## config.mk

```make
export PLATFORM = sky130hd
export DESIGN_NAME = gpr_stage
export DESIGN_NICKNAME = d
export VERILOG_FILES = /design/src/common/gpr_pkg.sv /design/src/gpr/csr_file.sv /design/src/gpr/gpr_ctrl.sv /design/src/gpr/gpr_file.sv /design/src/hdl/gpr_stage.sv /design/src/hdl/retire_counter.sv
export VERILOG_INCLUDE_DIRS = /design/src /design/src/common
export SDC_FILE = /design/constraint.sdc
export NUM_CORES = 1
export LEC_CHECK = 0
export BUFFER_PORTS_ARGS = -buffer_cell sky130_fd_sc_hd__buf_2
export CAP_MARGIN = 5
export CORE_ASPECT_RATIO = 1.4
export CORE_UTILIZATION = 49
export DETAILED_ROUTE_END_ITERATION = 10
export GPL_TIMING_DRIVEN = 1
export HOLD_SLACK_MARGIN = 0.03
export PLACE_DENSITY = 0.68
export SYNTH_ARGS = -nofsm -noshare
export SYNTH_HDL_FRONTEND = slang
export SYNTH_SLANG_ARGS = --single-unit
```

## constraint.sdc

```tcl
create_clock -name clk -period 28.9 [get_ports clk]
set_input_delay 1.445 -clock clk [delete_from_list [all_inputs] [get_ports clk]]
set_output_delay 1.445 -clock clk [all_outputs]
set_load 0.005 [all_outputs]
```

## src/common/gpr_consts.svh

```systemverilog
`ifndef GPR_CONSTS_SVH
`define GPR_CONSTS_SVH

// datapath width and register count of the RV32E operand stage.
`define GPR_XLEN 32
`define GPR_NREGS 16

// mstatus comes out of reset with MPP set to machine mode.
`define GPR_MSTATUS_RST 32'h1800

// written on ecall entry.
`define GPR_MCAUSE_ECALL 32'hb
`define GPR_MSTATUS_TRAP 32'h1800

`endif

```

## src/common/gpr_pkg.sv

```systemverilog
`default_nettype none

`include "gpr_consts.svh"

package gpr_pkg;

  typedef enum logic {
    IDLE = 1'b0,
    BUSY = 1'b1
  } gpr_state_e;

  // target of an explicit csr write.
  typedef enum logic [2:0] {
    CSR_NONE    = 3'd0,
    CSR_MTVEC   = 3'd1,
    CSR_MEPC    = 3'd2,
    CSR_MSTATUS = 3'd3,
    CSR_MCAUSE  = 3'd4
  } csr_sel_e;

  typedef enum logic [1:0] {
    SYS_NONE  = 2'd0,
    SYS_ECALL = 2'd1,
    SYS_MRET  = 2'd2
  } sys_op_e;

  typedef struct packed {
    logic                          reg_we;
    logic [$clog2(`GPR_NREGS)-1:0] rd;
    logic [`GPR_XLEN-1:0]          reg_wdata;
    csr_sel_e                      csr_sel;
    logic [`GPR_XLEN-1:0]          csr_wdata;
    sys_op_e                       sys_op;
    logic [`GPR_XLEN-1:0]          pc;     // pc of the retiring instruction.
  } wb_req_t;

  typedef struct packed {
    logic [$clog2(`GPR_NREGS)-1:0] rs1;
    logic [$clog2(`GPR_NREGS)-1:0] rs2;
  } dec_req_t;

  typedef struct packed {
    logic [`GPR_XLEN-1:0] src1;
    logic [`GPR_XLEN-1:0] src2;
    logic [`GPR_XLEN-1:0] mtvec;
    logic [`GPR_XLEN-1:0] mepc;
  } exe_rsp_t;

endpackage

`default_nettype wire

```

## src/gpr/csr_file.sv

```systemverilog
`timescale 1ns/1ps
`default_nettype none

`include "gpr_consts.svh"

module csr_file (
  input  wire                  clk,
  input  wire                  rst,
  input  wire                  commit,
  input  wire gpr_pkg::wb_req_t wb_req,
  output logic [`GPR_XLEN-1:0] mtvec,
  output logic [`GPR_XLEN-1:0] mepc,
  output logic [`GPR_XLEN-1:0] mstatus,
  output logic [`GPR_XLEN-1:0] mcause
);

  logic [`GPR_XLEN-1:0] mtvec_d;
  logic [`GPR_XLEN-1:0] mepc_d;
  logic [`GPR_XLEN-1:0] mstatus_d;
  logic [`GPR_XLEN-1:0] mcause_d;
  logic [`GPR_XLEN-1:0] mret_status;

  // mret restores MIE from MPIE, sets MPIE and drops MPP to user.
  always_comb begin
    mret_status        = mstatus;
    mret_status[3]     = mstatus[7];
    mret_status[7]     = 1'b1;
    mret_status[12:11] = 2'b00;
  end

  always_comb begin
    mtvec_d   = mtvec;
    mepc_d    = mepc;
    mstatus_d = mstatus;
    mcause_d  = mcause;

    case (wb_req.csr_sel)
      gpr_pkg::CSR_MTVEC:   mtvec_d   = wb_req.csr_wdata;
      gpr_pkg::CSR_MEPC:    mepc_d    = wb_req.csr_wdata;
      gpr_pkg::CSR_MSTATUS: mstatus_d = wb_req.csr_wdata;
      gpr_pkg::CSR_MCAUSE:  mcause_d  = wb_req.csr_wdata;
      default: ;
    endcase

    // trap side effects come last so they override an explicit write.
    case (wb_req.sys_op)
      gpr_pkg::SYS_ECALL: begin
        mepc_d    = wb_req.pc;
        mcause_d  = `GPR_MCAUSE_ECALL;
        mstatus_d = `GPR_MSTATUS_TRAP;
      end
      gpr_pkg::SYS_MRET: begin
        mstatus_d = mret_status;
      end
      default: ;
    endcase
  end

  always_ff @(posedge clk or posedge rst) begin
    if (rst) begin
      mtvec   <= '0;
      mepc    <= '0;
      mstatus <= `GPR_MSTATUS_RST;
      mcause  <= '0;
    end else if (commit) begin
      mtvec   <= mtvec_d;
      mepc    <= mepc_d;
      mstatus <= mstatus_d;
      mcause  <= mcause_d;
    end
  end

  a_sys_op_legal: assert property (
    @(posedge clk) disable iff (rst)
    commit |-> (wb_req.sys_op inside {gpr_pkg::SYS_NONE, gpr_pkg::SYS_ECALL,
                                      gpr_pkg::SYS_MRET})
  );

endmodule

`default_nettype wire

```

## src/gpr/gpr_ctrl.sv

```systemverilog
`timescale 1ns/1ps
`default_nettype none

module gpr_ctrl (
  input  wire  clk,
  input  wire  rst,
  input  wire  wb_valid,
  input  wire  dec_valid,
  input  wire  exe_ready,
  output logic in_ready,
  output logic out_valid,
  output logic accept,
  output logic commit
);

  gpr_pkg::gpr_state_e state;
  gpr_pkg::gpr_state_e state_d;

  assign in_ready  = (state == gpr_pkg::IDLE);
  assign out_valid = (state == gpr_pkg::BUSY);

  // a writeback alone, a decode alone or both together start one transfer.
  assign accept = in_ready & (wb_valid | dec_valid);
  assign commit = in_ready & wb_valid;

  always_comb begin
    state_d = state;
    case (state)
      gpr_pkg::IDLE: begin
        if (accept) begin
          state_d = gpr_pkg::BUSY;
        end
      end
      gpr_pkg::BUSY: begin
        if (exe_ready) begin
          state_d = gpr_pkg::IDLE;  // execute took the operands.
        end
      end
      default: state_d = gpr_pkg::IDLE;
    endcase
  end

  always_ff @(posedge clk or posedge rst) begin
    if (rst) begin
      state <= gpr_pkg::IDLE;
    end else begin
      state <= state_d;
    end
  end

  a_no_overlap: assert property (
    @(posedge clk) disable iff (rst)
    !(in_ready && out_valid)
  );

  // the response may not be withdrawn before execute takes it.
  a_valid_hold: assert property (
    @(posedge clk) disable iff (rst)
    (out_valid && !exe_ready) |=> out_valid
  );

endmodule

`default_nettype wire

```

## src/gpr/gpr_file.sv

```systemverilog
`timescale 1ns/1ps
`default_nettype none

`include "gpr_consts.svh"

module gpr_file (
  input  wire                  clk,
  input  wire                  rst,
  input  wire                  commit,
  input  wire                  accept,
  input  wire                  dec_valid,
  input  wire gpr_pkg::wb_req_t  wb_req,
  input  wire gpr_pkg::dec_req_t dec_req,
  output logic [`GPR_XLEN-1:0] src1,
  output logic [`GPR_XLEN-1:0] src2
);

  logic [`GPR_XLEN-1:0]          regs [`GPR_NREGS];
  logic [$clog2(`GPR_NREGS)-1:0] rs1_q;
  logic [$clog2(`GPR_NREGS)-1:0] rs2_q;
  logic                          wr_en;

  assign wr_en = commit & wb_req.reg_we & (wb_req.rd != '0);  // x0 is never written.

  always_ff @(posedge clk or posedge rst) begin
    if (rst) begin
      regs <= '{default: '0};
    end else if (wr_en) begin
      regs[wb_req.rd] <= wb_req.reg_wdata;
    end
  end

  // a writeback-only request reads x0 on both ports.
  always_ff @(posedge clk or posedge rst) begin
    if (rst) begin
      rs1_q <= '0;
      rs2_q <= '0;
    end else if (accept) begin
      rs1_q <= dec_valid ? dec_req.rs1 : '0;
      rs2_q <= dec_valid ? dec_req.rs2 : '0;
    end
  end

  // reads follow the captured indices, so a write on the accept edge is seen.
  assign src1 = regs[rs1_q];
  assign src2 = regs[rs2_q];

  a_x0_zero: assert property (
    @(posedge clk) disable iff (rst)
    regs[0] == '0
  );

endmodule

`default_nettype wire

```

## src/hdl/gpr_stage.sv

```systemverilog
`timescale 1ns/1ps
`default_nettype none

module gpr_stage (
  input  wire                   clk,
  input  wire                   rst,
  input  wire                   wb_valid,
  input  wire                   dec_valid,
  input  wire gpr_pkg::wb_req_t  wb_req,
  input  wire gpr_pkg::dec_req_t dec_req,
  input  wire                   exe_ready,
  output logic                  in_ready,
  output logic                  out_valid,
  output gpr_pkg::exe_rsp_t     exe_rsp,
  output logic [31:0]           mstatus,
  output logic [31:0]           mcause,
  output logic [63:0]           instret
);

  logic        accept;
  logic        commit;
  logic [31:0] src1;
  logic [31:0] src2;
  logic [31:0] mtvec;
  logic [31:0] mepc;

  gpr_ctrl u_ctrl (
    .clk       (clk),
    .rst       (rst),
    .wb_valid  (wb_valid),
    .dec_valid (dec_valid),
    .exe_ready (exe_ready),
    .in_ready  (in_ready),
    .out_valid (out_valid),
    .accept    (accept),
    .commit    (commit)
  );

  gpr_file u_gpr_file (
    .clk       (clk),
    .rst       (rst),
    .commit    (commit),
    .accept    (accept),
    .dec_valid (dec_valid),
    .wb_req    (wb_req),
    .dec_req   (dec_req),
    .src1      (src1),
    .src2      (src2)
  );

  csr_file u_csr_file (
    .clk     (clk),
    .rst     (rst),
    .commit  (commit),
    .wb_req  (wb_req),
    .mtvec   (mtvec),
    .mepc    (mepc),
    .mstatus (mstatus),
    .mcause  (mcause)
  );

  retire_counter u_retire (
    .clk     (clk),
    .rst     (rst),
    .commit  (commit),
    .instret (instret)
  );

  assign exe_rsp = '{src1: src1, src2: src2, mtvec: mtvec, mepc: mepc};

endmodule

`default_nettype wire

```

## src/hdl/retire_counter.sv

```systemverilog
`timescale 1ns/1ps
`default_nettype none

module retire_counter (
  input  wire         clk,
  input  wire         rst,
  input  wire         commit,
  output logic [63:0] instret
);

  always_ff @(posedge clk or posedge rst) begin
    if (rst) begin
      instret <= '0;
    end else if (commit) begin
      instret <= instret + 64'd1;  // wraps at the top.
    end
  end

  // a commit seen while reset is still high does not count.
  a_count_step: assert property (
    @(posedge clk) disable iff (rst)
    instret == ($past(commit & ~rst) ? $past(instret) + 64'd1 : $past(instret))
  );

endmodule

`default_nettype wire

```

==> flow_summary.yaml <==
power:
  leakage_nw: 18.4
  powerDensity_nw_per_um2: 68.9
  ir_drop_v: 0.0000582
  p_total_mw: 2.74
placed_design:
  place_area_um2: 37400
  numPortBuffers: 376
  hpwlAfterDp_mm: 57.8
  place.gp.congestion: 0.835
  dpl_worst_slack_ps: 23580
  dp.cells: 3447
timing:
  relSlewSlack: 0.254
  tightestPinTransition_ps: 1120
  fmaxAchievable_ghz: 0.182
  slew_viol_final: 0
  hold_viol: 0
  hold_ws_ps: 395
  fin_skew_ps: 17.4
  final.setup.tns_ps: 0
  rsz0062_at_grt: "no"
  fin_crit_ps: 5480
  worst_slack_ps: 23420
  period_share: 0.190
  setup_violations: 0
status:
  status: "finished clean"
worst_setup_path:
  crit_arrival_ps: 4030
  crit_end: "exe_rsp[86]"
  rr_endpoint: "u_gpr_file.regs[464]"
  regToRegSetupSlack_ps: 25900
  crit_family: "buffers and inverters"
  endpoint_kind: "output port"
  critPathBufInv: 3
  slowest_stage: "buf_4"
  criticalPathCategory: "reg -> out"
  worstPathMaxFanout: 40
  r2r_start: "u_ctrl.out_valid"
  path_depth: 5
  slowest_delay_ps: 750
  crit_start: "u_gpr_file.rs2_q[0]"
  r2r_cells: 6
  start_kind: "flip-flop"
  cp.required_ps: 27450
  crit_chain: "buf_4 -> buf_4 -> mux4_2 -> mux4_2 -> buf_2"
clocking:
  cts_buffer_depth: 3
  postCtsSetupBuffers: 0
  htreeDepth: 3
  cts_made_buffers: 73
  cts_tree: "done"
  worstSkewPairLatency_ps: 630
  cts_resized: 0
  cts.sinks: 713
  cts_root_buffer: "clkbuf_16"
  ctsHoldBuffers: 0
  path_clk_slew_ps: 60
grt:
  grt_usage: 0.275
  grt_max_degree: 144
  grt_pass1_wl_mm: 148
  grt_antenna_before_repair: 20
  grt_pass1_vias: 24100
  grt_overflow: 0
routing:
  drtIter0Drc: 1404
  route.detailed.drc: 0
  vias: 21900
  wl_per_cell_um: 26.4
  drt-total-wl_mm: 94.6
  vias_per_cell: 6.11
  dr.pass1.iters: 4
  ant_nets: 0
layout:
  stdcell_count: 3585
  nFillCells: 5674
  layout_commonest_cell: "dfrtp_1"
  drive_gt1_frac: 0.532
  fin_nets: 2708
  fin_area_um2: 39700
  final_core_util: 0.566
  syn_to_final_growth_pct: 14.2
  seqCellArea_um2: 17900
  multi_input_area_um2: 16100
  final_cell_mix: "703 x dfrtp_1, 513 x mux2_2, 376 x buf_2, 320 x mux4_2, 151 x nand2_1"
synth:
  netlist_instances: 2315
  synth_edf_count: 0
  synth-seq-cells: 713
  syn_nets: 2437
  synth_warnings: 0
  syn_avg_cell_area_um2: 15.0
  yosys.area.top_type: "dfrtp_1"
  synthArstFlopShare: 1.00
  syn_area_um2: 34800
  synth_area_leaders: "dfrtp_1 51%, mux4_2 21%, mux2_2 17%"
  synth_top_cell_area_share: 0.511
  synth_cell_types: 43
  ys_seq_area_frac: 0.513
  ys.flop_type: "dfrtp_1"
floorplanning:
  num_io_pins: 377
  initial_core_util: 0.496
  dieArea_um2: 72100
  fp.coreArea_um2: 70200
  die-height_um: 317
  fp-row-count: 115
  chipWidth_um: 227
job:
  maxCapViolations: 0
min_path:
  hold_path_class: "reg -> reg"
[area by class of cell]
cell class,instances,area share
tap,936,0.0295
antenna,4,0.000252
clock inverter,26,0.00582
inverter,12,0.00132
sequential,713,0.450
timing repair buffer,417,0.0551
multi-input combinational,1369,0.406
clock buffer,108,0.0528
[power breakdown]
part           switching, mW  total, mW  internal [mW]
Combinational          0.243      0.551          0.308
Clock                  0.403      0.928          0.525
Sequential             0.121       1.26           1.14
[kinds of logic (layout without fill, tap and decap cells)]
logic type | after synthesis | count (layout) | synth area share
muxes | 836 | 836 | 0.374
DFF | 713 | 713 | 0.513
and+or+nand+nor | 324 | 324 | 0.0457
buffers and inverters | 233 | 563 | 0.0269
AOI/OAI and AO/OA | 143 | 143 | 0.0237
xor gates and xnor gates | 63 | 63 | 0.0159
adders and majority gates | 3 | 3 | 0.00108
other | 0 | 4 | 0
[Yosys cell counts, types with 3 or more instances]
master	instances
ha_1	3
a21boi_0	29
nor4_1	5
nand2b_1	31
o21ai_0	96
and3_1	3
xor2_1	26
nand2_1	157
nand3_1	24
mux2_2	513
nand4_1	19
nor3b_1	3
inv_1	12
buf_2	43
nor3_1	17
buf_1	36
a21oi_1	4
or2_2	4
a22o_1	8
dfrtp_1	711
nor2_1	31
xnor2_1	37
o21ai_1	4
nor4_2	6
nor2b_1	8
and4_1	4
mux2i_1	3
mux4_2	320
clkbuf_1	141
[flip-flops by register name, summed over array words and instances (netlist names)]
name and cells:
u_csr_file.mtvec 32, u_csr_file.mcause 32, u_retire.instret 64, u_csr_file.mepc 32, u_gpr_file.rs1_q 4, u_gpr_file.rs2_q 4, u_csr_file.mstatus 32, u_gpr_file.regs 512
u_ctrl.out_valid 1
[layer usage]
layer | track usage | wire, um
met1 | 0.349 | 37000
met2 | 0.456 | 47300
met3 | 0.0708 | 7260
met4 | 0.0998 | 2870
met5 | 0 | 179
[worst min-delay path by stage]
stage / startpoint / end / slack [ps] / depth (start not counted)
4_1_cts: u_gpr_file.regs[508] / u_gpr_file.regs[508] / 400 / 0
2_1_floorplan: u_gpr_file.regs[480] / u_gpr_file.regs[480] / 440 / 1
3_3_place_gp: u_gpr_file.regs[484] / u_gpr_file.regs[484] / 380 / 0
5_1_grt: u_gpr_file.regs[510] / u_gpr_file.regs[510] / 410 / 0
3_5_place_dp: u_gpr_file.regs[500] / u_gpr_file.regs[500] / 380 / 0
6_report: u_gpr_file.regs[508] / u_gpr_file.regs[508] / 400 / 0
[worst register-to-register path, delay by kind of cell, from the launching register on]
family / cells / cell delay [ps]
and+or+nand+nor: 4 / 1680
buffers and inverters: 1 / 220
muxes: 1 / 550
DFF: 1 / 440
(Power assumes the default switching activity.)
